`config.mk`:
```
export PLATFORM = sky130hd
export DESIGN_NAME = line_transfer
export DESIGN_NICKNAME = d
export VERILOG_FILES = /design/src/design/cache_pkg.sv /design/src/design/line_transfer.sv
export VERILOG_INCLUDE_DIRS = /design/src /design/src/design
export SDC_FILE = /design/constraint.sdc
export NUM_CORES = 1
export LEC_CHECK = 0
export BUFFER_PORTS_ARGS = -buffer_cell sky130_fd_sc_hd__buf_2
export CORE_MARGIN = 2
export CORE_UTILIZATION = 40
export DETAILED_ROUTE_END_ITERATION = 7
export GPL_TIMING_DRIVEN = 0
export PLACE_DENSITY = 0.69
export SLEW_MARGIN = 20
export SYNTH_ARGS = -nofsm -noshare
export SYNTH_HDL_FRONTEND = slang
export SYNTH_SLANG_ARGS = --single-unit
```
`constraint.sdc`:
```
create_clock -name clk -period 3.64 [get_ports clk]
set_input_delay 0.546 -clock clk [delete_from_list [all_inputs] [get_ports clk]]
set_output_delay 0.546 -clock clk [all_outputs]
set_load 0.01 [all_outputs]
```
`src/design/cache_config.svh`:
```
`ifndef CACHE_CONFIG_SVH
`define CACHE_CONFIG_SVH

// word address and data widths
`define CACHE_ADDR_W 32
`define CACHE_WORD_W 32

// block geometry
`define CACHE_WORDS 4
`define CACHE_OFFSET_W 2

// sets per way
`define CACHE_INDEX_W 6
`define CACHE_SETS 64

`define CACHE_TAG_W (`CACHE_ADDR_W - `CACHE_INDEX_W - `CACHE_OFFSET_W)

`endif

```
`src/design/cache_pkg.sv`:
```
`include "cache_config.svh"

package cache_pkg;

	typedef logic [`CACHE_WORD_W-1:0] word_t;

	// word 0 sits in the low bits
	typedef word_t [`CACHE_WORDS-1:0] block_t;

	typedef logic [`CACHE_INDEX_W-1:0] index_t;
	typedef logic [`CACHE_OFFSET_W-1:0] offset_t;

	// one tag ram entry per way and set
	typedef struct packed {
		logic valid;
		logic used; // most recently touched way of the set
		logic dirty;
		logic [`CACHE_TAG_W-1:0] tag;
	} tag_entry_t;

	typedef enum logic [2:0] {
		IDLE,
		LOOKUP,
		EVICT, // write-back of dirty victim
		FILL,
		UPDATE
	} cache_state_t;

endpackage

```
`src/design/line_transfer.sv`:
```
`timescale 1ns/1ns
`include "cache_config.svh"

module line_transfer import cache_pkg::*; (
	input  logic                     clk,
	input  logic                     reset,
	input  logic                     start_fill,
	input  logic                     start_evict,
	input  logic [`CACHE_ADDR_W-1:0] block_addr,
	input  block_t                   evict_block,
	input  logic                     ready_mem,
	input  word_t                    rdata_mem,
	output logic                     read_mem,
	output logic                     write_mem,
	output logic [`CACHE_ADDR_W-1:0] addr_mem,
	output word_t                    wdata_mem,
	output block_t                   fill_block,
	output logic                     xfer_done
);

	offset_t count; // words moved so far
	block_t evict_q;
	logic beat;
	logic last;

	assign beat = (read_mem || write_mem) && ready_mem;
	assign last = beat && (count == offset_t'(`CACHE_WORDS - 1));

	always_ff @(posedge clk or negedge reset) begin
		if (!reset) begin
			read_mem <= 1'b0;
			write_mem <= 1'b0;
			addr_mem <= '0;
			count <= '0;
			xfer_done <= 1'b0;
		end else begin
			xfer_done <= last; // same edge the level drops
			if (start_fill || start_evict) begin
				read_mem <= start_fill;
				write_mem <= start_evict;
				addr_mem <= {block_addr[`CACHE_ADDR_W-1:`CACHE_OFFSET_W],
					{`CACHE_OFFSET_W{1'b0}}};
				count <= '0;
			end else if (beat) begin
				count <= count + 1'b1;
				if (last) begin
					read_mem <= 1'b0;
					write_mem <= 1'b0;
				end
			end
		end
	end

	// word 0 moves first through both shift registers
	always_ff @(posedge clk) begin
		if (start_evict)
			evict_q <= evict_block;
		else if (write_mem && ready_mem)
			evict_q <= {word_t'('0), evict_q[`CACHE_WORDS-1:1]};
		if (read_mem && ready_mem)
			fill_block <= {rdata_mem, fill_block[`CACHE_WORDS-1:1]};
	end

	assign wdata_mem = evict_q[0];

endmodule

```
# Word-level counts from Yosys, hierarchy flattened
# Cells that the tools add are included.
# totals
ff_bits	291
latch_bits	0
mem_bits_rw	0
romBits	0
input_bits	197
elab_cells	33
mem_count	0
# classes
addsub	1
mul	0
div_mod_pow	0
magnitude_cmp	0
eq_ne	1
n_shift	0
muxes	8
bitwise_logic	0
reduce_logical	10
# op_table
operator	count
$mux 128	2
$reduce_bool 2->1	3
$logic_and 1x1->1	4
$mux 1	4
$mux 2	2
$add 2x1->2 const B	1
$eq 2x2->1 const B	1
$logic_or 1x1->1	2
$reduce_and 2->1	1

# Longest topological paths before layout
# depth
ltp_word	6
depth_mapped	5
mapped_depth_nobuf	3

# Worst setup path before layout
# No wires, ideal clock.
# synth_timing
kind	input to register
startpoint	input port start_evict
endpoint	register evict_q[100] in the netlist's numbering (enable)
arrival_time_ns	3.715
path_slack_ns	-0.567
stages	5
n_path_buf	3
cell_sequence	buf_6 > buf_6 > buf_6 > inv_1 > nand2_1
# synth_via
elab_chain_cells	1
# synth_lines
item	line_no	source
start: declaration	line_transfer.sv:8	input logic start_evict,
$reduce_bool 2->1 (no source line)	n/a	
end signal: assignment	line_transfer.sv:57	evict_q <= evict_block;
end signal: assignment	line_transfer.sv:59	evict_q <= {word_t'('0), evict_q[`CACHE_WORDS-1:1]};
end: declaration	line_transfer.sv:22	block_t evict_q;
# Every way passes these cells.
# A chain may end at the register's enable or synchronous reset.

# Final worst setup path
# layout_timing
startpoint	input port start_evict
endpoint	register evict_q[71] in the netlist's numbering (enable)
# The elaborated chain is that of the path after synthesis.

==> impl_metrics.json <==
{
  "status": "completed",
  "hold_path.class": "input port to async pin",
  "syn_inst": 520,
  "worst_slew_pin_slew_ns": 0.7373,
  "finalNetCount": 1140,
  "cts_max_level": 1,
  "fin_tns_setup_ns": 0,
  "hpwl_mm": 18.01,
  "rr_worst_depth": 3,
  "regToRegSetupSlack_ns": 1.91,
  "synth_area_um2": 10920,
  "r2r-end": "fill_block[120]",
  "grt_max_degree": 67,
  "ant_nets": 0,
  "syn_avg_cell_area_um2": 21.00,
  "cp_slowest_stage_delay_ns": 0.39,
  "core-area_um2": 26880,
  "core.rowCount": 60,
  "grt_antenna_before_repair": 14,
  "vias_per_cell": 4.511,
  "r2r_start": "read_mem",
  "synth_cell_types": 19,
  "clkSinkCount": 291,
  "path_max_fanout": 66,
  "num_io_pins": 392,
  "crit_path_top_delay_cell": "nand2_8",
  "drcViolationCount": 0,
  "clk_latency_ns": 0.55,
  "grt_pass1_wl_mm": 34.72,
  "area_growth_pct": 32.02,
  "fillCellCount": 2215,
  "worstPathArrival_ns": 1.99,
  "skew_ns": 0.01222,
  "post-route-period-util": 0.4895,
  "synth_edf_count": 256,
  "grt_overflow": 0,
  "grtUsageTotal": 0.1600,
  "post_cts_resized": 0,
  "postRouteWirelength_mm": 23.93,
  "synth.most_common_cell": "edfxtp_1",
  "die_h_um": 169.2,
  "synth_top_area_frac": 0.7040,
  "yosys-top-cells-area": "edfxtp_1 (70%), dfrtp_1 (8.0%), mux2_4 (7.7%), mux2_2 (7.4%), buf_4 (2.3%)",
  "dieArea_um2": 28640,
  "slew_headroom": 0.5085,
  "async_reset_ff_frac": 0.1203,
  "vdd_drop_max_uv": 376.9,
  "floorplan.initialDensity": 0.4063,
  "finalHoldViolCount": 0,
  "cp.required_ns": 3.85,
  "gp_congestion": 0.8059,
  "cp_top_family": "buffers and inverters",
  "final_cells": 1320,
  "drtIter0Drc": 268,
  "synth_top_cell_by_area": "edfxtp_1",
  "die_w_um": 169.2,
  "crit_chain": "buf_6 > buf_6 > buf_6 > inv_1 > nand2_8 > buf_16",
  "postCtsSetupRepairBufs": 0,
  "final_util": 0.5364,
  "rsz0062_at_grt": "false",
  "crit_top_cell": "buf_6",
  "place_inst": 1251,
  "cts_tree": "done",
  "startpoint_type": "input port",
  "fmax_mhz": 561.3,
  "yosys_most_used_dff": "edfxtp_1",
  "path_clk_slew_ns": 0.06,
  "hold_slack_ns": 0.06573,
  "numCtsBuffers": 30,
  "cts_hold_buffers": 0,
  "path_class": "input port to flop",
  "cts_buffer_depth": 3,
  "maxSlewViolCount": 0,
  "seq_area_frac_synth": 0.7842,
  "vias": 5955,
  "ys_warn_count": 0,
  "routedWlPerCell_um": 18.13,
  "grt_pass1_vias": 6112,
  "path_buf_inv": 5,
  "cts-root-buf": "clkbuf_16",
  "drive_gt1_frac": 0.6439,
  "end_kind": "flop",
  "period_needed_ns": 1.782,
  "synth_common_cells": "edfxtp_1 (256), mux2_2 (72), mux2_4 (56)",
  "setup_violations": 0,
  "powerDensity_nw_per_um2": 540.6,
  "p_leak_nw": 6.128,
  "first_pass_iters": 4,
  "port_buffers": 386,
  "cap_viol_max_count": 0,
  "ys_ff_latch": 291
}
## worst max path at each step
stage                startpoint            to  slack, ns  depth (start not counted)
floorplan           start_evict  evict_q[100]       0.69                          5
global placement    start_evict  wdata_mem[8]      -0.14                          5
detailed placement  start_evict  wdata_mem[8]       1.27                          6
CTS                 start_evict   evict_q[41]       1.86                          6
global route        start_evict   evict_q[71]       1.78                          6
finish              start_evict   evict_q[71]       1.86                          6
## area by class of cell
| cell class | instances | area (um2) | area share |
|---|---|---|---|
| sequential | 291 | 8563 | 0.5940 |
| timing repair buffer | 389 | 2014 | 0.1397 |
| multi-input combinational | 175 | 1976 | 0.1371 |
| clock buffer | 39 | 845.8 | 0.05868 |
| tap | 341 | 426.7 | 0.02960 |
| buffer | 52 | 391.6 | 0.02717 |
| clock inverter | 17 | 153.9 | 0.01068 |
| antenna | 13 | 32.53 | 0.002257 |
| inverter | 3 | 11.26 | 0.0007812 |
## through the flow
step                instance area [um2]  setup slack, ns  power, mW
floorplan                         10930           0.6870      4.496
global placement                  13290          -0.1429      4.822
detailed placement                13380            1.267      4.852
CTS                               14380            1.858      7.888
global route                      14410            1.784      8.088
finish                            14420            1.858      7.792
## routing by layer
layer,vias up,track usage,wire length (um)
met3,50,0.04268,1610
li1,2799,-,-
met4,2,0.07023,792
met5,-,0,7
met1,2876,0.1877,9190
met2,228,0.2772,12330
## power by group
| part | internal [mW] | switching [mW] |
|---|---|---|
| registers | 3.94 | 0.0900 |
| logic | 0.393 | 0.345 |
| clock network | 1.78 | 1.24 |
| total | 6.12 | 1.67 |
## placed cells by master (no fill, tap or decap), types with 2 or more instances in the layout
cell       instances
nor3b_1            3
bufinv_16          2
clkbuf_1           7
mux2_4            56
buf_6              8
clkbuf_8           4
and2_1            32
a31o_2             2
conb_1             2
clkinv_2          10
diode_2           13
buf_4             34
mux2_2            72
buf_16             3
dfrtp_1           35
clkbuf_16         31
edfxtp_1         256
buf_2            393
inv_1              3
## cell families (layout without fill, tap and decap cells)
family / after synthesis / after routing / share of synthesized area
adders and majority gates: 1 / 1 / 0.001146
buffers and inverters: 55 / 500 / 0.03690
AOI/OAI and AO/OA: 4 / 4 / 0.002980
DFF: 291 / 291 / 0.7842
muxes: 128 / 128 / 0.1513
other: 1 / 15 / 0.0003434
and+or+nand+nor: 40 / 40 / 0.02315
## worst register-to-register path, stage by stage (launching register included)
cell	delay [ns]
dfrtp_1	0.40
and2_4	0.34
buf_16	0.32
buf_16	0.31
## state kept, by name, summed over array words and instances, names as in the netlist
register and flops:
count 2, wdata_mem 32, addr_mem 30, xfer_done 1, evict_q 96, write_mem 1, read_mem 1, fill_block 128
No activity file was read; power rests on OpenSTA's default activity.
