## src/design/cache_config.svh

```systemverilog
`ifndef CACHE_CONFIG_SVH
`define CACHE_CONFIG_SVH

// word address and data widths
`define CACHE_ADDR_W 32
`define CACHE_WORD_W 32

// block geometry
`define CACHE_WORDS 4
`define CACHE_OFFSET_W 2

// sets per way
`define CACHE_INDEX_W 6
`define CACHE_SETS 64

`define CACHE_TAG_W (`CACHE_ADDR_W - `CACHE_INDEX_W - `CACHE_OFFSET_W)

`endif

```

## src/design/cache_pkg.sv

```systemverilog
`include "cache_config.svh"

package cache_pkg;

	typedef logic [`CACHE_WORD_W-1:0] word_t;

	// word 0 sits in the low bits
	typedef word_t [`CACHE_WORDS-1:0] block_t;

	typedef logic [`CACHE_INDEX_W-1:0] index_t;
	typedef logic [`CACHE_OFFSET_W-1:0] offset_t;

	// one tag ram entry per way and set
	typedef struct packed {
		logic valid;
		logic used; // most recently touched way of the set
		logic dirty;
		logic [`CACHE_TAG_W-1:0] tag;
	} tag_entry_t;

	typedef enum logic [2:0] {
		IDLE,
		LOOKUP,
		EVICT, // write-back of dirty victim
		FILL,
		UPDATE
	} cache_state_t;

endpackage

```

## src/design/cache_lookup.sv

```systemverilog
`timescale 1ns/1ns
`include "cache_config.svh"

module cache_lookup import cache_pkg::*; (
	input  tag_entry_t              tag_q0,
	input  tag_entry_t              tag_q1,
	input  block_t                  block_q0,
	input  block_t                  block_q1,
	input  logic [`CACHE_TAG_W-1:0] req_tag,
	input  offset_t                 req_offset,
	input  word_t                   wdata,
	input  logic                    is_write,
	input  block_t                  fill_block,
	input  logic                    use_fill,
	output logic                    hit,
	output logic                    hit_way,
	output logic                    victim_way,
	output word_t                   word_q,
	output block_t                  line_d
);

	logic hit0;
	logic hit1;
	block_t base;

	assign hit0 = tag_q0.valid && (tag_q0.tag == req_tag);
	assign hit1 = tag_q1.valid && (tag_q1.tag == req_tag);
	assign hit = hit0 || hit1;
	assign hit_way = hit1; // only meaningful with hit

	// invalid way first, way 0 before way 1, else the unused one
	assign victim_way = tag_q0.valid && (!tag_q1.valid || tag_q0.used);

	always_comb begin
		base = use_fill ? fill_block : (hit_way ? block_q1 : block_q0);
		word_q = base[req_offset];
		line_d = base;
		if (is_write)
			line_d[req_offset] = wdata; // merge the store
	end

endmodule

```

## config.mk

```make
export PLATFORM = sky130hd
export DESIGN_NAME = cache_lookup
export DESIGN_NICKNAME = d
export VERILOG_FILES = /design/src/design/cache_pkg.sv /design/src/design/cache_lookup.sv
export VERILOG_INCLUDE_DIRS = /design/src /design/src/design
export SDC_FILE = /design/constraint.sdc
export NUM_CORES = 1
export LEC_CHECK = 0
export ABC_AREA = 1
export BUFFER_PORTS_ARGS = -buffer_cell sky130_fd_sc_hd__buf_2
export CAP_MARGIN = 40
export CORE_AREA = 2 2 257 259
export DETAILED_ROUTE_END_ITERATION = 10
export DIE_AREA = 0 0 259 261
export MAX_ROUTING_LAYER = met4
export SYNTH_ARGS = -nofsm -noshare
export SYNTH_HDL_FRONTEND = slang
export SYNTH_SLANG_ARGS = --single-unit
```

## constraint.sdc

```tcl
create_clock -name vclk -period 3.4
set_input_delay 0.34 -clock vclk [all_inputs]
set_output_delay 0.34 -clock vclk [all_outputs]
set_load 0.02 [all_outputs]
```

Word level (Yosys, flattened, before mapping):

Cells that the tools add are included.

* bits of input ports: 498
* output and inout bits: 163
* register bits after elaboration: 0

* reduce and logical (&&, ||, !) cells: 7
* order comparisons: 2
* equal/unequal tests: 2
* multiplexer cells: 8

Operators by type and width (number)
* 2-to-1 mux 128 bit: 3
* bitwise mux 128 bit: 1
* binary-select mux 32 bit (select 2 bit): 1
* demux 32 bit (select 2 bit): 1
* 2-to-1 mux 32 bit: 2
* == test 24 bit: 2
* logical AND 1 bit: 4
* < comparator 2 x 3 -> 1 bit (second input constant): 1
* >= comparator 2 x 1 -> 1 bit (second input constant): 1
* logical OR 1 bit: 2
* zero test 1 bit: 1

Logic depth before layout (Yosys ltp):

* depth in word-level cells: 6
* mapped depth: 17

Worst setup path after synthesis:

No wires, ideal clock.

* path kind: input-to-output
* from: input req_tag[6]
* to: output line_d[2] in the netlist's numbering
* data required time: 3060 ps
* stages: 12
* buffers on the path: 2
* slack: 1368 ps
* arrival: 1692 ps
* cells stage by stage: xnor2_1 > nand2_1 > nor2_1 > nand2_1 > nor2_1 > buf_6 > buf_4 > nand3_1 > nand3_1 > nand2_1 > nand2_1 > o21ai_0

RTL lines
* from (decl): RTL line cache_lookup.sv:9 `` input logic [`CACHE_TAG_W-1:0] req_tag, ``
* to (decl): RTL line cache_lookup.sv:19 `output block_t line_d`

Final worst setup path:

* from: input req_tag[3]
* to: output word_q[31]

* longest elaborated chain between the ends: 6

Ends and longest elaborated chain
* == test 24 bit: RTL line cache_lookup.sv:27 `assign hit1 = tag_q1.valid && (tag_q1.tag == req_tag);`
* logical AND 1 bit: RTL line cache_lookup.sv:27
* 2-to-1 mux 128 bit (2 in series): RTL line cache_lookup.sv:35 `base = use_fill ? fill_block : (hit_way ? block_q1 : block_q0);`
* binary-select mux 32 bit (select 2 bit): RTL line cache_lookup.sv:36 `word_q = base[req_offset];`
* 2-to-1 mux 32 bit (not written as such): RTL line cache_lookup.sv:36
* to (decl): RTL line cache_lookup.sv:18 `output word_t word_q,`

Every way passes these cells. The select of a mux whose other input is x is not followed.

==> out/qor_table.md <==
| Quantity | This run | Unit |
|:---|:---|:---|
| Cell Area, Synth | 7550 | um^2 |
| Number of distinct library cells after synthesis | 26 | - |
| Critical path buffer and inverter count | 6 | - |
| Multi-input gate area | 5560 | um^2 |
| Number of buffers added to fix hold violations after cts | 0 | - |
| Largest net degree at the start of global routing | 83 | - |
| Crit-path max FO | 59 | - |
| Worst Hold Class | input port to output pin | - |
| Count of cells along the worst hold path | 3 | - |
| Post-route non-filler standard cell count | 3248 | - |
| Mapped Cells | 1805 | - |
| Net total in the final layout | 2882 | - |
| Total wire length after detailed routing | 54600 | um |
| Filler cell count | 7791 | - |
| Global-route met1 utilization | 0.187 | - |
| Final Instance Area | 11800 | um^2 |
| Startpoint of the worst hold path | tag_q0[25] | - |
| Number of resized instances in the post-cts repair step | 0 | - |
| Top cell type by total area after synthesis | sky130_fd_sc_hd__nand2_1 | - |
| Post-synth top area share | 0.409 | - |
| Routing usage on met3 | 0.0170 | - |
| Startpoint Class | input port | - |
| Final hold violations | 0 | - |
| Post-route clock period utilization | 0.911 | - |
| Vias per Instance | 4.09 | - |
| Met2 track utilization from global routing | 0.253 | - |
| Category of the worst setup path capture point | output pin | - |
| Busiest layer in global routing | met2 | - |
| Overall die area | 67600 | um^2 |
| Routability Congestion | 0.995 | - |
| Core region area | 65000 | um^2 |
| CP max stage cell | sky130_fd_sc_hd__buf_4 | - |
| Peak Freq | 323 | MHz |
| Antenna violations before repair | 3 | - |
| Transition time of the tightest slew-check pin | 0.784 | ns |
| Chip height | 261 | um |
| Final-layout setup total negative slack | 0 | ns |
| Kind of critical path | input port to output pin | - |
| Port bufs | 658 | - |
| Row count | 94 | - |
| Result of the run | complete, no violations | - |
| Buffers inserted by post-CTS timing repair | 0 | - |
| HPWL after detailed placement | 43700 | um |
| P&R area growth vs syn | 56.0 | % |
| Combined flip-flop and latch cell area | 0 | um^2 |
| Number of placed instances with taps included | 3246 | - |
| Warnings, synthesis | 0 | - |
| Slowest cell delay on critical path | 0.54 | ns |
| RSZ-0062 raised after global routing | no | - |
| CP Data Arrival Time | 2.76 | ns |
| Starting density of the core | 0.116 | - |
| Crit-path leading delay family | simple AND/OR/NAND/NOR gates | - |
| I/O pin total | 661 | - |
| Synthesized netlist net count | 2303 | - |
| Clock tree buffer count of the final layout | 0 | - |
| DRT antenna net count | 0 | - |
| Routed vias | 13300 | - |
| Max cap viols | 0 | - |
| Die X-Extent | 259 | um |
| Number of search-and-repair iterations in the first detailed-routing pass | 6 | - |
| Via count of the first global-routing pass | 11700 | - |
| Post-Place Cell Area | 11800 | um^2 |
| Most repeated library cell on the critical path | sky130_fd_sc_hd__nand2_1 | - |
| Violation count after the first detailed-routing iteration | 1222 | - |
| Share of layout cells above drive strength 1 | 0.293 | - |
| Sequential-to-total area share from yosys stat | 0 | - |
| Post-layout min period | 3.10 | ns |
| Fin. max-slew vios | 0 | - |
| Top post-synthesis cells by area | sky130_fd_sc_hd__nand2_1 41%, sky130_fd_sc_hd__inv_1 20%, sky130_fd_sc_hd__nand3_1 18% | - |
| DRC violations left | 0 | - |
| GRT Resource Usage Total | 0.152 | - |
| Average cell area after synthesis | 4.18 | um^2 |
| Routed wire per std cell | 16.8 | um |
| Relative max-transition margin | 0.477 | - |
| Hold slack final | 1.01 | ns |
| Required time of the critical path | 3.06 | ns |
| Total number of sequential cells | 0 | - |
| Chain of cells forming the critical path | buf_2, inv_1, nand2_1, nand2_1, inv_1, nand3_1, nor2_1, nand3_4, buf_4, nand2_1, nand3_1, nand2_1, nand2_1, nand2_1, inv_1, nand2_1, buf_2 | - |
| Final setup vio count | 0 | - |
| Wire length of the first global-routing pass | 74400 | um |
| Global-route congestion overflow total | 0 | - |
| Terminating pin of the worst hold path | victim_way | - |
[final cells by class]
cell class / instances / share of cell area
multi-input cells: 1290 / 0.472
repair buffers: 683 / 0.305
inverters: 409 / 0.131
well taps: 864 / 0.0918
diodes: 2 / 0.000425
[kinds of logic after synthesis]
| logic type | Yosys count | synth area share |
|---|---|---|
| compound gates | 148 | 0.101 |
| xor+xnor | 11 | 0.0128 |
| buf+inv | 515 | 0.274 |
| simple gates | 1131 | 0.612 |
[cells in the final DEF, fill, tap and decap left out, types with 4 or more instances in the layout]
cell type	count
sky130_fd_sc_hd__nand2_1	818
sky130_fd_sc_hd__buf_2	657
sky130_fd_sc_hd__inv_1	403
sky130_fd_sc_hd__nand3_1	266
sky130_fd_sc_hd__o21ai_0	137
sky130_fd_sc_hd__nor2_1	19
sky130_fd_sc_hd__buf_4	17
sky130_fd_sc_hd__nand4_1	10
sky130_fd_sc_hd__buf_12	9
sky130_fd_sc_hd__xnor2_1	8
sky130_fd_sc_hd__nor2_4	5
sky130_fd_sc_hd__inv_2	4
sky130_fd_sc_hd__nor4_1	4
sky130_fd_sc_hd__o22ai_1	4
[cells in the mapped netlist]
| cell | n |
|---|---|
| sky130_fd_sc_hd__buf_4 | 2 |
| sky130_fd_sc_hd__a21o_1 | 1 |
| sky130_fd_sc_hd__buf_6 | 12 |
| sky130_fd_sc_hd__nand4_1 | 10 |
| sky130_fd_sc_hd__nand3_1 | 267 |
| sky130_fd_sc_hd__nor2_1 | 23 |
| sky130_fd_sc_hd__clkbuf_1 | 63 |
| sky130_fd_sc_hd__inv_2 | 3 |
| sky130_fd_sc_hd__a21oi_1 | 1 |
| sky130_fd_sc_hd__nand2_1 | 822 |
| sky130_fd_sc_hd__o22ai_1 | 4 |
| sky130_fd_sc_hd__clkinv_1 | 2 |
| sky130_fd_sc_hd__buf_2 | 28 |
| sky130_fd_sc_hd__o21a_1 | 1 |
| sky130_fd_sc_hd__xor2_1 | 3 |
| sky130_fd_sc_hd__xnor2_1 | 8 |
| sky130_fd_sc_hd__a22o_1 | 1 |
| sky130_fd_sc_hd__nor3_1 | 3 |
| sky130_fd_sc_hd__o21ai_0 | 137 |
| sky130_fd_sc_hd__inv_1 | 404 |
| sky130_fd_sc_hd__nor3b_1 | 1 |
| sky130_fd_sc_hd__a211oi_1 | 1 |
| sky130_fd_sc_hd__buf_1 | 1 |
| sky130_fd_sc_hd__nor2_2 | 1 |
| sky130_fd_sc_hd__a221oi_1 | 2 |
| sky130_fd_sc_hd__nor4_1 | 4 |
[per-stage QoR]
stage | setup slack, ns | util
3_5_place_dp | 0.431 | 0.181
4_1_cts | 0.421 | 0.181
3_3_place_gp | 0.444 | 0.181
5_1_grt | 0.127 | 0.181
6_report | 0.301 | 0.181
2_1_floorplan | 1.37 | -
[per-layer routing]
layer | routed length [um] | share of wire
met1 | 22500 | 0.41
met2 | 25300 | 0.46
met3 | 4500 | 0.082
met4 | 2310 | 0.042
met5 | 0 | 0
[worst max path at each step]
stage                     cells after the start        start    endpoint
after floorplan                              12   req_tag[6]   line_d[2]
after global placement                       15  req_tag[10]  line_d[33]
after detailed placement                     12  req_tag[16]  line_d[33]
after CTS                                    12  req_tag[16]  line_d[33]
after global routing                         17   req_tag[4]  word_q[31]
final                                        17   req_tag[3]  word_q[31]
