## config.mk

```make
export PLATFORM = sky130hd
export DESIGN_NAME = cache_fsm
export DESIGN_NICKNAME = d
export VERILOG_FILES = /design/src/design/cache_pkg.sv /design/src/design/cache_fsm.sv
export VERILOG_INCLUDE_DIRS = /design/src /design/src/design
export SDC_FILE = /design/constraint.sdc
export NUM_CORES = 1
export LEC_CHECK = 0
export BUFFER_PORTS_ARGS = -buffer_cell sky130_fd_sc_hd__buf_2
export CORE_AREA = 2 2 285 287
export CTS_CLUSTER_SIZE = 30
export DETAILED_ROUTE_END_ITERATION = 8
export DIE_AREA = 0 0 287 289
export SLEW_MARGIN = 20
export SYNTH_ARGS = -nofsm -noshare
export SYNTH_HDL_FRONTEND = slang
export SYNTH_SLANG_ARGS = --single-unit
```

## constraint.sdc

```tcl
create_clock -name clk -period 7.17 [get_ports clk]
set_input_delay 1.434 -clock clk [delete_from_list [all_inputs] [get_ports clk]]
set_output_delay 1.434 -clock clk [all_outputs]
set_load 0.05 [all_outputs]
```

## src/design/cache_config.svh

```systemverilog
`ifndef CACHE_CONFIG_SVH
`define CACHE_CONFIG_SVH

// word address and data widths
`define CACHE_ADDR_W 32
`define CACHE_WORD_W 32

// block geometry
`define CACHE_WORDS 4
`define CACHE_OFFSET_W 2

// sets per way
`define CACHE_INDEX_W 6
`define CACHE_SETS 64

`define CACHE_TAG_W (`CACHE_ADDR_W - `CACHE_INDEX_W - `CACHE_OFFSET_W)

`endif

```

## src/design/cache_pkg.sv

```systemverilog
`include "cache_config.svh"

package cache_pkg;

	typedef logic [`CACHE_WORD_W-1:0] word_t;

	// word 0 sits in the low bits
	typedef word_t [`CACHE_WORDS-1:0] block_t;

	typedef logic [`CACHE_INDEX_W-1:0] index_t;
	typedef logic [`CACHE_OFFSET_W-1:0] offset_t;

	// one tag ram entry per way and set
	typedef struct packed {
		logic valid;
		logic used; // most recently touched way of the set
		logic dirty;
		logic [`CACHE_TAG_W-1:0] tag;
	} tag_entry_t;

	typedef enum logic [2:0] {
		IDLE,
		LOOKUP,
		EVICT, // write-back of dirty victim
		FILL,
		UPDATE
	} cache_state_t;

endpackage

```

## src/design/cache_fsm.sv

```systemverilog
`timescale 1ns/1ns
`include "cache_config.svh"

module cache_fsm import cache_pkg::*; (
	input  logic                     clk,
	input  logic                     reset,
	input  logic                     read_up,
	input  logic                     write_up,
	input  logic [`CACHE_ADDR_W-1:0] addr_up,
	input  word_t                    data_up,
	input  logic                     hit,
	input  logic                     hit_way,
	input  logic                     victim_way,
	input  tag_entry_t               tag_q0,
	input  tag_entry_t               tag_q1,
	input  block_t                   block_q0,
	input  block_t                   block_q1,
	input  word_t                    word_q,
	input  logic                     xfer_done,
	output index_t                   ram_index,
	output logic [`CACHE_TAG_W-1:0]  req_tag,
	output offset_t                  req_offset,
	output word_t                    wdata,
	output logic                     is_write,
	output logic                     use_fill,
	output tag_entry_t               tag_d0,
	output tag_entry_t               tag_d1,
	output logic                     tag_we,
	output logic                     data_we0,
	output logic                     data_we1,
	output logic                     start_fill,
	output logic                     start_evict,
	output logic [`CACHE_ADDR_W-1:0] block_addr,
	output block_t                   evict_block,
	output word_t                    rdata_up,
	output logic                     stall_up
);

	localparam int IDX_LO = `CACHE_OFFSET_W;
	localparam int TAG_LO = `CACHE_OFFSET_W + `CACHE_INDEX_W;

	cache_state_t state;
	cache_state_t next_state;
	logic [`CACHE_ADDR_W-1:0] addr_q;
	index_t req_index;
	tag_entry_t victim_entry;
	logic victim_dirty;
	logic accept;
	logic hit_done;
	logic acc_way; // way touched by this access

	assign accept = (state == IDLE) && (read_up || write_up) && !stall_up;
	assign hit_done = (state == LOOKUP) && hit;
	assign use_fill = (state == UPDATE);

	// address fields
	assign req_tag = addr_q[`CACHE_ADDR_W-1:TAG_LO];
	assign req_index = addr_q[TAG_LO-1:IDX_LO];
	assign req_offset = addr_q[IDX_LO-1:0];
	assign ram_index = (state == IDLE) ? addr_up[TAG_LO-1:IDX_LO] : req_index;

	assign victim_entry = victim_way ? tag_q1 : tag_q0;
	assign victim_dirty = victim_entry.valid && victim_entry.dirty;
	assign evict_block = victim_way ? block_q1 : block_q0;
	assign acc_way = use_fill ? victim_way : hit_way;

	// transfer requests
	assign start_evict = (state == LOOKUP) && !hit && victim_dirty;
	assign start_fill = ((state == LOOKUP) && !hit && !victim_dirty)
		|| ((state == EVICT) && xfer_done);
	assign block_addr = start_evict
		? {victim_entry.tag, req_index, {`CACHE_OFFSET_W{1'b0}}}
		: {req_tag, req_index, {`CACHE_OFFSET_W{1'b0}}};

	// ram writes land on the edge that ends the access
	assign tag_we = hit_done || use_fill;
	assign data_we0 = ((hit_done && is_write) || use_fill) && !acc_way;
	assign data_we1 = ((hit_done && is_write) || use_fill) && acc_way;

	always_comb begin
		tag_d0 = tag_q0;
		tag_d1 = tag_q1;
		tag_d0.used = !acc_way;
		tag_d1.used = acc_way;
		if (acc_way) begin
			tag_d1.valid = 1'b1;
			tag_d1.tag = req_tag;
			tag_d1.dirty = is_write || (tag_q1.dirty && !use_fill); // refill starts clean
		end else begin
			tag_d0.valid = 1'b1;
			tag_d0.tag = req_tag;
			tag_d0.dirty = is_write || (tag_q0.dirty && !use_fill);
		end
	end

	always_comb begin
		next_state = state;
		case (state)
			IDLE: if (accept) next_state = LOOKUP;
			LOOKUP: begin
				if (hit)
					next_state = IDLE;
				else if (victim_dirty)
					next_state = EVICT;
				else
					next_state = FILL;
			end
			EVICT: if (xfer_done) next_state = FILL;
			FILL: if (xfer_done) next_state = UPDATE;
			UPDATE: next_state = IDLE;
			default: next_state = IDLE;
		endcase
	end

	always_ff @(posedge clk or negedge reset) begin
		if (!reset) begin
			state <= IDLE;
			stall_up <= 1'b0;
		end else begin
			state <= next_state;
			if (accept)
				stall_up <= 1'b1;
			else if (hit_done || use_fill)
				stall_up <= 1'b0;
		end
	end

	// request latch and read return
	always_ff @(posedge clk) begin
		if (accept) begin
			addr_q <= addr_up;
			wdata <= data_up;
			is_write <= write_up;
		end
		if (hit_done || use_fill)
			rdata_up <= word_q;
	end

endmodule

```

Yosys cells after proc, flatten, opt, wreduce, memory -nomap -nowiden --
Index checks and enable logic that the tools add are counted.
Word-level totals: bits in registers 101, bits of input ports 414, output and inout port bits 318, word-level logic and storage cells 57
Cells by class: equality and inequality tests 7, multiplexer cells 17, reduce and logical (&&, ||, !) cells 27
Operators with widths (number):
- 128-bit 2-to-1 mux | 1
- 25-bit 2-to-1 mux | 2
- 32-bit 2-to-1 mux | 1
- 27-bit 2-to-1 mux | 1
- 1-bit logical AND | 13
- 3-bit case mux with 4 select lines | 1
- 3-bit 2-to-1 mux | 3
- 3-bit by 2-bit == test with 1-bit output (second input constant) | 2
- 1-bit logical OR | 6
- 1-bit 2-to-1 mux | 6
- 6-bit 2-to-1 mux | 1
- 2-bit != test (second input constant) | 3
- 1-bit zero test | 5
- 3-bit by 1-bit == test with 1-bit output (second input constant) | 1
- 3-bit == test (second input constant) | 1
- 3-bit zero test | 1
- 3-bit AND reduction | 1
- 2-bit 2-to-1 mux | 1
- 2-bit nonzero test | 1

Longest topological paths before layout --
Gate-level depths: netlist of run 1.
word-level depth 5, gate-level depth with buffers 7, mapped depth without buffers 4

Worst setup path before layout of run 1 --
No wires, ideal clock.
path kind input port to flip-flop, start input port write_up, end register stall_up, setup time 0.113 ns, arrival 8.281 ns, required time 7.057 ns, slack -1.224 ns, stages on the path 3, buffers on the path 0, path through o21bai_1 nor4_1 o21bai_1
On the way: word-level cells in the longest chain between the ends 4, elaborated cells on any way between the ends 5, classes of those cells mux (1); reduce/logical (4)
RTL lines:
- from (decl) | RTL line cache_fsm.sv:8 | input logic write_up,
- 1-bit logical OR (*) | RTL line cache_fsm.sv:52 | assign accept = (state == IDLE) && (read_up || write_up) && !stall_up;
- 1-bit logical AND (*) (2 in a row) | RTL line cache_fsm.sv:52
- via accept | RTL line cache_fsm.sv:48 | logic accept;
- 1-bit 2-to-1 mux / 2-bit nonzero test (equally long branches)
- to (signal assigned) | RTL line cache_fsm.sv:118 | stall_up <= 1'b0;
- to (signal assigned) | RTL line cache_fsm.sv:122 | stall_up <= 1'b1;
- to (signal assigned) | RTL line cache_fsm.sv:124 | stall_up <= 1'b0;
- to (decl) | RTL line cache_fsm.sv:36 | output logic stall_up
The timed path passes the listed nets; every way through them passes the cells marked *. A chain may end at the register's enable or synchronous reset.

==> qor.yml, run 1 <==
num_vias: 6621
power_frac_comb_pct: 57.5
end_kind: "primary output"
reg2regPathDepth: 3
syn_to_final_growth_pct: 85.5
peakVddDrop_uv: 187
core_area_um2: 79900
placementRows: 104
drt-total-wl_mm: 48.0
yosysTopAreaCellShare_pct: 47.6
synth_cells: 400
p_leak_nw: 5.07
cts_made_buffers: 9
io_pins: 732
via_per_inst: 3.02
p_clk_share_pct: 15.5
pwr-share-seq_pct: 27.0
cp-start-kind: "input pin"
p_per_area_nw_per_um2: 298
drc: 0
cts_resized: 0
ys_ff_latch: 101
clk_pin_slew_ns: 0.09
grt_max_degree: 135
synthTopCellsByArea: "edfxtp_1 48%, mux2_2 37%, mux2_4 3.9%"
final_cell_mix: "726 x buf_2, 203 x mux2_2, 97 x edfxtp_1"
synth_cell_types: 35
final_hold_viol_count: 0
cap_viol_max_count: 0
avgSynthCellArea_um2: 15.3
hpwlAfterDp_mm: 43.7
clockBufferDepth: 2
cts-root-buf: "clkbuf_16"
worstSetupStartpoint: "victim_way"
cp.arrival_ns: 3.99
initialDrtViolationCount: 236
cp_top_family: "buffers and inverters"
wl_per_cell_um: 21.9
drv_slew: 0
hold_path_class: "register to register"
run_status: "completed"
io_buffers: 727
min_period_ns: 5.43
cp.required_ns: 5.74
p_int_w: 0.00155
insertion_delay_ns: 0.38
fillers: 9044
synth_area_um2: 6120
fin_tns_setup_ns: 0
power_switching_share_pct: 54.2
max_clock_freq_mhz: 184
ctsHoldBuffers: 0
nets: 1528
slew_headroom_pct: 26.2
grt_pass1_vias: 6334
tritoncts: "done"
synth_top_cell_by_area: "edfxtp_1"
whs_path_depth: 2
dieArea_um2: 82900
h-tree-depth: 3
yosys_most_used_dff: "edfxtp_1"
start_util_pct: 7.66
setup_viol: 0
dieHeight_um: 289
critPathBufInv: 3
crit_fanout: 38
final.setup_skew_ns: 0.0166
grtUsageTotal_pct: 10.7
max_stage_delay_ns: 0.65
antenna_found_initial: 45
drtPass1Iterations: 4
ys_seq_area_share_pct: 49.2
grt_pass1_wl_mm: 57.8
cp.depth: 6
yosys_warnings: 0
antenna_left: 0
fin_total_pwr_w: 0.00338
grt_overflow: 0
grt_setup_unrepaired: "no"
r2r_start: "state[0]"
switchingPower_w: 0.00183
clock_sinks: 101
synth-edff-count: 97
die_w_um: 287
routabilityCongestion: 0.883
worstSetupPathType: "input pin to primary output"
final_util_pct: 14.2
path_cells: "buf_6, or4b_4, o21ai_4, inv_2, mux2_4, buf_2"
asyncSetResetFlopFracSynth_pct: 3.96
min_from: "stall_up"
crit_slowest_cell: "inv_2"
final_common_cell: "buf_2"
drive_gt1_share_pct: 87.2
finalCritPeriodShare_pct: 75.7
cts_setup_buffers: 0
tightest_slew_ns: 1.11
==> worst reg2reg max path: cells and delay by family (launching register included) <==
family	cells	cell delay, ns
flops	1	0.63
simple gates	1	0.20
compound gates	1	0.45
buf+inv	1	0.25
==> state kept, by name, indices dropped and copies added, names as in the netlist <==
name	count
addr_q	32
wdata	32
stall_up	1
rdata_up	32
state	3
is_write	1
==> synthesized netlist by cell type (2+ instances only) <==
library cell and instances:
dfrtp_1 4, mux2_1 11, mux2_4 16, mux2_2 203, buf_2 14, nand2_1 3
buf_4 3, nand3b_1 2, o21bai_1 2, a22o_1 2, buf_1 3, clkbuf_1 5
buf_6 5, edfxtp_1 97, nand2b_1 5, nor2_1 5, nand3_1 2
==> stage by stage <==
stage / worst slack, ns / hold WS, ns / cell area, um^2 / std cells
floorplan: 1.58 / 0.578 / 6130 / 401
global placement: 1.78 / 0.523 / 11000 / 2162
detailed placement: 1.76 / 0.543 / 11000 / 2162
CTS: 1.75 / 0.558 / 11300 / 2178
global route: 1.66 / 0.578 / 11300 / 2186
finish: 1.74 / 0.548 / 11400 / 2192
==> logic make-up (layout without fill, tap and decap cells) <==
family | after synthesis | count (layout) | share of synthesized area [%]
and+or+nand+nor | 24 | 24 | 2.47
other | 1 | 15 | 0.0613
muxes | 230 | 230 | 43.3
buffers and inverters | 32 | 750 | 3.05
DFF | 101 | 101 | 49.2
AOI/OAI and AO/OA | 12 | 12 | 1.92
==> cell type report <==
type	count	area [um^2]	area share [%]
clock inverters	7	83.8	0.738
diodes	13	32.5	0.286
flip-flops and latches	101	3010	26.5
repair buffers	732	3710	32.7
multi-input cells	268	2950	26.0
inverters	2	7.51	0.0661
well taps	1060	1330	11.7
clock buffers	9	225	1.98
==> routing by layer <==
layer	global-route usage [%]	wire length (um)
met1	11.5	17900
met2	18.9	23800
met5	0	226
met4	3.89	1390
met3	4.15	4690
==> worst paths after layout <==
| kind | to | slack, ns |
|---|---|---|
| max | tag_d1[1] | 1.74 |
| min | stall_up | 0.55 |
| max reg2reg | rdata_up[0] | 5.35 |
| min reg2reg | stall_up | 0.55 |
| max in group asynchronous | state[0] | 6.15 |
| min in group asynchronous | stall_up | 0.87 |
==> power by group through the flow <==
stage	clock network, W	logic, W	registers [W]
floorplan	0	0.000987	0.00131
global placement	0	0.00195	0.000925
detailed placement	0	0.00195	0.000927
CTS	0.000557	0.00196	0.000917
global route	0.000572	0.00201	0.000932
finish	0.000525	0.00194	0.000913
No activity file was read; power rests on OpenSTA's default activity.
==> run 2, diff against run 1 <==
--- a/config.mk
+++ b/config.mk
@@ -6,11 +6,12 @@
 export SDC_FILE = /design/constraint.sdc
 export NUM_CORES = 1
 export LEC_CHECK = 0
+export ABC_AREA = 1
 export BUFFER_PORTS_ARGS = -buffer_cell sky130_fd_sc_hd__buf_2
-export CORE_AREA = 2 2 285 287
+export CORE_AREA = 2 2 287 289
 export CTS_CLUSTER_SIZE = 30
 export DETAILED_ROUTE_END_ITERATION = 8
-export DIE_AREA = 0 0 287 289
+export DIE_AREA = 0 0 289 291
 export SLEW_MARGIN = 20
 export SYNTH_ARGS = -nofsm -noshare
 export SYNTH_HDL_FRONTEND = slang
==> constraint.sdc (replaced) <==
create_clock -name clk -period 5.6 [get_ports clk]
set_input_delay 1.12 -clock clk [delete_from_list [all_inputs] [get_ports clk]]
set_output_delay 1.12 -clock clk [all_outputs]
set_load 0.05 [all_outputs]
==> qor.yml, run 2 <==
clk_pin_slew_ns: 0.08  # was 0.09 ns
drive_gt1_share_pct: 49.6  # was 87.2%
ctsHoldBuffers: 0  # unchanged
routabilityCongestion: 0.855  # was 0.883
wl_met2_mm: 30.9  # was 23.8 mm
power_switching_share_pct: 59.3  # was 54.2%
cp.depth: 8  # was 6
start_util_pct: 7.66  # about the same
grtUsageTotal_pct: 14.2  # was 10.7%
hold_path_class: "input pin to async pin"  # was register to register
cp-start-kind: "input pin"  # unchanged
finalCritPeriodShare_pct: 74.3
tritoncts: "done"  # unchanged
cp.arrival_ns: 3.04  # was 3.99 ns
final_cell_mix: "720 x buf_2, 580 x nand2_1, 97 x edfxtp_1"  # was 726 x buf_2, 203 x mux2_2, 97 x edfxtp_1
cpMostUsedCell: "nand2_1"
via_per_inst: 3.29  # was 3.02
p_clk_share_pct: 13.5  # was 15.5%
min_period_ns: 4.16
clockBufferDepth: 2  # unchanged
post-synth-top-count-cell: "nand2_1"  # was mux2_2
placed_area_um2: 11100  # was 11,000 um^2
dr_wl_met3_mm: 7.40  # was 4.69 mm
yosys_most_used_dff: "edfxtp_1"  # unchanged
io_buffers: 727  # unchanged
grt_setup_unrepaired: "no"  # unchanged
path_cells: "buf_6, inv_6, nand2_1, o21ai_4, buf_4, nand2_1, nand2_1, buf_2"  # was buf_6, or4b_4, o21ai_4, inv_2, mux2_4, buf_2
crit_fanout: 48  # was 38
slew_headroom_pct: 29.7  # was 26.2%
cp_top_family: "buffers and inverters"  # unchanged
stdcell_count: 2664  # was 2,192
final_hold_viol_count: 0  # unchanged
final_util_pct: 14.1  # was 14.2%
drtPass1Iterations: 7  # was 4
fin_area_um2: 11500  # was 11,400 um^2
avgSynthCellArea_um2: 7.04  # was 15.3 um^2
ys_ff_latch: 101  # unchanged
h-tree-depth: 3  # unchanged
initialDrtViolationCount: 368  # was 236
end_kind: "primary output"  # unchanged
power_frac_comb_pct: 61.9  # was 57.5%
cp.required_ns: 4.48  # was 5.74 ns
synth_area_um2: 6220  # was 6120 um^2
max_clock_freq_mhz: 240
grt_overflow: 0  # unchanged
cts_setup_buffers: 0  # unchanged
asyncSetResetFlopFracSynth_pct: 3.96  # unchanged
antenna_found_initial: 78  # was 45
final_common_cell: "buf_2"  # unchanged
synth_top_cell_by_area: "edfxtp_1"  # unchanged
fillers: 9473  # was 9,044
io_pins: 732  # unchanged
regArea_um2: 3010  # unchanged
cts-root-buf: "clkbuf_16"  # unchanged
multi_input_area_um2: 2810  # was 2950 um^2
tightest_slew_ns: 1.05  # was 1.11 ns
yosys-top-cells-count: "581 x nand2_1, 97 x edfxtp_1, 33 x inv_1"  # was 203 x mux2_2, 97 x edfxtp_1, 16 x mux2_4
reg.largest.list: "addr_q: 32 flops, rdata_up: 32 flops, wdata: 32 flops"  # unchanged
p_leak_nw: 6.16  # was 5.07 nW
drv_slew: 0  # unchanged
synthTopCellsByArea: "edfxtp_1 47%, nand2_1 35%, o21ai_0 2.5%"  # was edfxtp_1 48%, mux2_2 37%, mux2_4 3.9%
critPathBufInv: 4  # was 3
dieHeight_um: 291  # was 289 um
p_int_w: 0.00196  # was 0.00155 W
grt_max_degree: 141  # was 135
setup_viol: 0  # unchanged
core_area_um2: 81200  # was 79,900 um^2
dp.cells: 2636  # was 2,162
cts_made_buffers: 9  # unchanged
cts_resized: 0  # unchanged
die_w_um: 289  # was 287 um
run_status: "completed"  # unchanged
grt_pass1_vias: 7932  # was 6,334
r2r_start: "state[0]"  # unchanged
crit_slowest_cell: "buf_4"  # was inv_2
syn_to_final_growth_pct: 84.1  # was 85.5%
worstSetupPathType: "input pin to primary output"  # unchanged
num_vias: 8776  # was 6,621
peakVddDrop_uv: 282  # was 187 uV
antenna_left: 0  # unchanged
clock_sinks: 101  # unchanged
final.setup_skew_ns: 0.00812  # was 0.0166 ns
grt_pass1_wl_mm: 77.0  # was 57.8 mm
synth_cells: 884  # was 400
wl_met1_mm: 23.2  # was 17.9 mm
cap_viol_max_count: 0  # unchanged
fin_tns_setup_ns: 0  # unchanged
pwr-share-seq_pct: 24.5  # was 27.0%
hpwlAfterDp_mm: 55.7  # was 43.7 mm
switchingPower_w: 0.00285  # was 0.00183 W
placementRows: 105  # was 104
nets: 1991  # was 1,528
reg2reg_to: "wdata[1]"  # was rdata_up[0]
p_per_area_nw_per_um2: 420  # was 298 nW/um^2
yosysTopAreaCellShare_pct: 46.8  # was 47.6%
drc: 0  # unchanged
dieArea_um2: 84100  # was 82,900 um^2
synth-edff-count: 97  # unchanged
reg2regPathDepth: 6  # was 3
synth_cell_types: 19  # was 35
routed.top_layer: "met5"  # unchanged
yosys_warnings: 0  # unchanged
max_stage_delay_ns: 0.64  # was 0.65 ns
ys_seq_area_share_pct: 48.4  # was 49.2%
wl_per_cell_um: 23.5  # was 21.9 um
fin_hold_ws_ns: 0.548  # about the same
rrSetupSlack_ns: 2.64  # was 5.35 ns
insertion_delay_ns: 0.38  # about the same
drt-total-wl_mm: 62.7  # was 48.0 mm
## run 2: cell types whose count changed in the layout (fill, tap and decap cells not counted), moves of 16 or more
cell / previous run / this run
nand2_1: 3 / 580
inv_1: 1 / 33
mux2_4: 16 / 0
nand3_1: 2 / 27
o21ai_0: 0 / 30
mux2_2: 203 / 0
## run 2: per-stage QoR
stage,total power [W],worst slack (ns)
after floorplan,0.00316,0.970
after global placement,0.00421,1.48
after detailed placement,0.00421,1.45
after CTS,0.00489,1.45
after global routing,0.00505,1.28
final,0.00480,1.44
## run 2: power by group through the flow
stage / Clock (W) / Sequential [W] / Combinational (W)
after detailed placement: 0 / 0.00119 / 0.00302
after floorplan: 0 / 0.00177 / 0.00139
after CTS: 0.000685 / 0.00118 / 0.00303
after global routing: 0.000711 / 0.00120 / 0.00314
after global placement: 0 / 0.00119 / 0.00302
final: 0.000651 / 0.00118 / 0.00298
## run 2: cell families after synthesis
group / Yosys count / synth area share, %
other cells: 1 / 0.0603
compound gates: 56 / 5.19
buf+inv: 93 / 6.86
flops: 101 / 48.4
simple gates: 633 / 39.5
## run 2: cell type report
| class | instances | area share [%] |
|---|---|---|
| flip-flops and latches | 101 | 26.3 |
| multi-input cells | 691 | 24.6 |
| diodes | 12 | 0.262 |
| inverters | 39 | 1.32 |
| well taps | 1070 | 11.7 |
| repair buffers | 735 | 33.4 |
| clock inverters | 7 | 0.524 |
| clock buffers | 9 | 1.97 |
## run 2: routing by layer
layer | GRT usage, % | vias up
met5 | 0 | -
met3 | 6.91 | 159
li1 | - | 4160
met1 | 14.9 | 3832
met4 | 1.29 | 52
met2 | 26.0 | 573
## run 2: how the worst max path moves through the flow
| stage | start | to |
|---|---|---|
| finish | victim_way | tag_d1[16] |
| global route | victim_way | block_addr[31] |
| CTS | victim_way | block_addr[31] |
| detailed placement | victim_way | block_addr[31] |
| global placement | victim_way | tag_d1[16] |
| floorplan | hit | data_we0 |
## run 2: worst reg2reg max path, stage by stage, from the launching register on
cell     delay (ns)
dfrtp_1        0.42
inv_2          0.08
nand2_2        0.07
nor2_1         0.58
inv_2          0.28
nor2_4         0.70
buf_4          0.48
==> run 3, diff against run 2 <==
--- a/config.mk
+++ b/config.mk
@@ -6,12 +6,12 @@
 export SDC_FILE = /design/constraint.sdc
 export NUM_CORES = 1
 export LEC_CHECK = 0
-export ABC_AREA = 1
+export ABC_AREA = 0
 export BUFFER_PORTS_ARGS = -buffer_cell sky130_fd_sc_hd__buf_2
-export CORE_AREA = 2 2 287 289
+export CORE_AREA = 2 2 285 287
 export CTS_CLUSTER_SIZE = 30
 export DETAILED_ROUTE_END_ITERATION = 8
-export DIE_AREA = 0 0 289 291
+export DIE_AREA = 0 0 287 289
 export SLEW_MARGIN = 20
 export SYNTH_ARGS = -nofsm -noshare
 export SYNTH_HDL_FRONTEND = slang
==> constraint.sdc (replaced) <==
create_clock -name clk -period 3.5 [get_ports clk]
set_input_delay 0.7 -clock clk [delete_from_list [all_inputs] [get_ports clk]]
set_output_delay 0.7 -clock clk [all_outputs]
set_load 0.05 [all_outputs]
==> qor.yml, run 3 (synthesized netlist as in run 1, its figures left out) <==
run_status: "completed"  # unchanged
cts_setup_buffers: 0  # unchanged
cp-start-kind: "register"  # was input pin
worstSetupPathType: "register to primary output"  # was input pin to primary output
placementRows: 104  # was 105
p_per_area_nw_per_um2: 611  # was 420 nW/um^2
drive_gt1_share_pct: 87.2  # was 49.6%
dr_wl_met3_mm: 6.30  # was 7.40 mm
max_stage_delay_ns: 0.62  # was 0.64 ns
grt_max_degree: 97  # was 141
drtPass1Iterations: 4  # was 7
drt-total-wl_mm: 54.8  # was 62.7 mm
ctsHoldBuffers: 0  # unchanged
hpwlAfterDp_mm: 50.2  # was 55.7 mm
final.setup_skew_ns: 0.0202  # was 0.00812 ns
setup_viol: 0  # unchanged
hold_path_class: "input pin to async pin"  # unchanged
grt_overflow: 0  # unchanged
cts-root-buf: "clkbuf_16"  # unchanged
antenna_left: 0  # unchanged
syn_to_final_growth_pct: 86.8  # was 84.1%
nets: 1535  # was 1,991
critPathBufInv: 2  # was 4
final_cell_mix: "723 x buf_2, 203 x mux2_2, 97 x edfxtp_1"  # was 720 x buf_2, 580 x nand2_1, 97 x edfxtp_1
end_kind: "primary output"  # unchanged
final_util_pct: 14.3  # was 14.1%
crit_fanout: 18  # was 48
tritoncts: "done"  # unchanged
die_w_um: 287  # was 289 um
finalCritPeriodShare_pct: 94.6
p_leak_nw: 5.10  # was 6.16 nW
clockBufferDepth: 2  # unchanged
grt_pass1_vias: 6482  # was 7,932
dieArea_um2: 82900  # was 84,100 um^2
clock_sinks: 101  # unchanged
num_vias: 6811  # was 8,776
cap_viol_max_count: 0  # unchanged
fillers: 9101  # was 9,473
power_frac_comb_pct: 58.7  # was 61.9%
fin_tns_setup_ns: 0  # unchanged
wl_met1_mm: 19.6  # was 23.2 mm
grt_setup_unrepaired: "no"  # unchanged
path_cells: "or4b_4, o21ai_4, buf_4, mux2_2, buf_2"  # was buf_6, inv_6, nand2_1, o21ai_4, buf_4, nand2_1, nand2_1, buf_2
cp.arrival_ns: 2.61  # was 3.04 ns
core_area_um2: 79900  # was 81,200 um^2
drv_slew: 0  # unchanged
slew_headroom_pct: 51.2  # was 29.7%
p_clk_share_pct: 14.8  # was 13.5%
cp.required_ns: 2.80  # was 4.48 ns
insertion_delay_ns: 0.37  # was 0.38 ns
initialDrtViolationCount: 233  # was 368
crit_slowest_cell: "or4b_4"  # was buf_4
max_clock_freq_mhz: 302
drc: 0  # unchanged
final_hold_viol_count: 0  # unchanged
h-tree-depth: 3  # unchanged
via_per_inst: 3.09  # was 3.29
cts_resized: 0  # unchanged
routabilityCongestion: 0.907  # was 0.855
wl_met2_mm: 26.6  # was 30.9 mm
start_util_pct: 7.66  # about the same
switchingPower_w: 0.00382  # was 0.00285 W
io_pins: 732  # unchanged
peakVddDrop_uv: 382  # was 282 uV
power_switching_share_pct: 54.7  # was 59.3%
cp_top_family: "simple AND/OR/NAND/NOR gates"  # was buffers and inverters
grtUsageTotal_pct: 12.2  # was 14.2%
final_common_cell: "buf_2"  # unchanged
min_period_ns: 3.31
wl_per_cell_um: 24.9  # was 23.5 um
io_buffers: 727  # unchanged
reg.largest.list: "addr_q: 32 flops, rdata_up: 32 flops, wdata: 32 flops"  # unchanged
clk_pin_slew_ns: 0.09  # was 0.08 ns
dieHeight_um: 289  # was 291 um
p_int_w: 0.00317  # was 0.00196 W
routed.top_layer: "met5"  # unchanged
grt_pass1_wl_mm: 64.7  # was 77.0 mm
tightest_slew_ns: 0.728  # was 1.05 ns
pwr-share-seq_pct: 26.6  # was 24.5%
cts_made_buffers: 9  # unchanged
antenna_found_initial: 61  # was 78
## run 3: worst reg2reg max path, cell delays in order, from the launching register on
cell and delay, ns:
dfrtp_1 0.47, buf_4 0.22, nor4_4 0.27, buf_4 0.52
## run 3: final timing paths
check	cells after the start	slack, ns	end	from
setup / recovery	5	0.19	tag_d1[13]	state[0]
hold / removal	1	0.15	state[1]	reset
setup reg to reg	3	1.61	wdata[22]	state[1]
hold reg to reg	2	0.55	stall_up	stall_up
max in group asynchronous	1	3.18	stall_up	reset
min in group clk	1	0.49	rdata_up[4]	word_q[4]
## run 3: power by group through the flow
stage / combinational [W] / sequential [W] / clock [W]
floorplan: 0.00203 / 0.00266 / 0
global placement: 0.00415 / 0.00187 / 0
detailed placement: 0.00416 / 0.00188 / 0
CTS: 0.00417 / 0.00186 / 0.00110
global route: 0.00424 / 0.00189 / 0.00112
finish: 0.00410 / 0.00185 / 0.00103
## run 3: metrics by stage
| step | total power, W | cell area (um^2) | worst slack, ns | std cells | hold slack, ns |
|---|---|---|---|---|---|
| after global placement | 0.00602 | 11100 | 0.331 | 2170 | 0.530 |
| after floorplan | 0.00470 | 6140 | 0.137 | 401 | 0.404 |
| after global routing | 0.00725 | 11400 | 0.0256 | 2194 | 0.133 |
| final | 0.00698 | 11400 | 0.188 | 2201 | 0.153 |
| after detailed placement | 0.00604 | 11100 | 0.337 | 2170 | 0.542 |
| after CTS | 0.00713 | 11400 | 0.156 | 2186 | 0.124 |
## run 3: final cells by class
cell class	instances	area, um^2	share of cell area (%)
diodes	15	37.5	0.328
well taps	1060	1330	11.6
clock buffers	10	229	2.00
inverters	2	7.51	0.0656
flip-flops and latches	101	3010	26.3
multi-input cells	268	2950	25.8
clock inverters	6	53.8	0.470
repair buffers	739	3820	33.4
## run 3: routing by layer
| metal | track usage, % | up-vias |
|---|---|---|
| li1 | - | 3008 |
| met1 | 12.9 | 3125 |
| met2 | 21.5 | 489 |
| met3 | 5.60 | 129 |
| met4 | 4.18 | 60 |
| met5 | 0 | - |
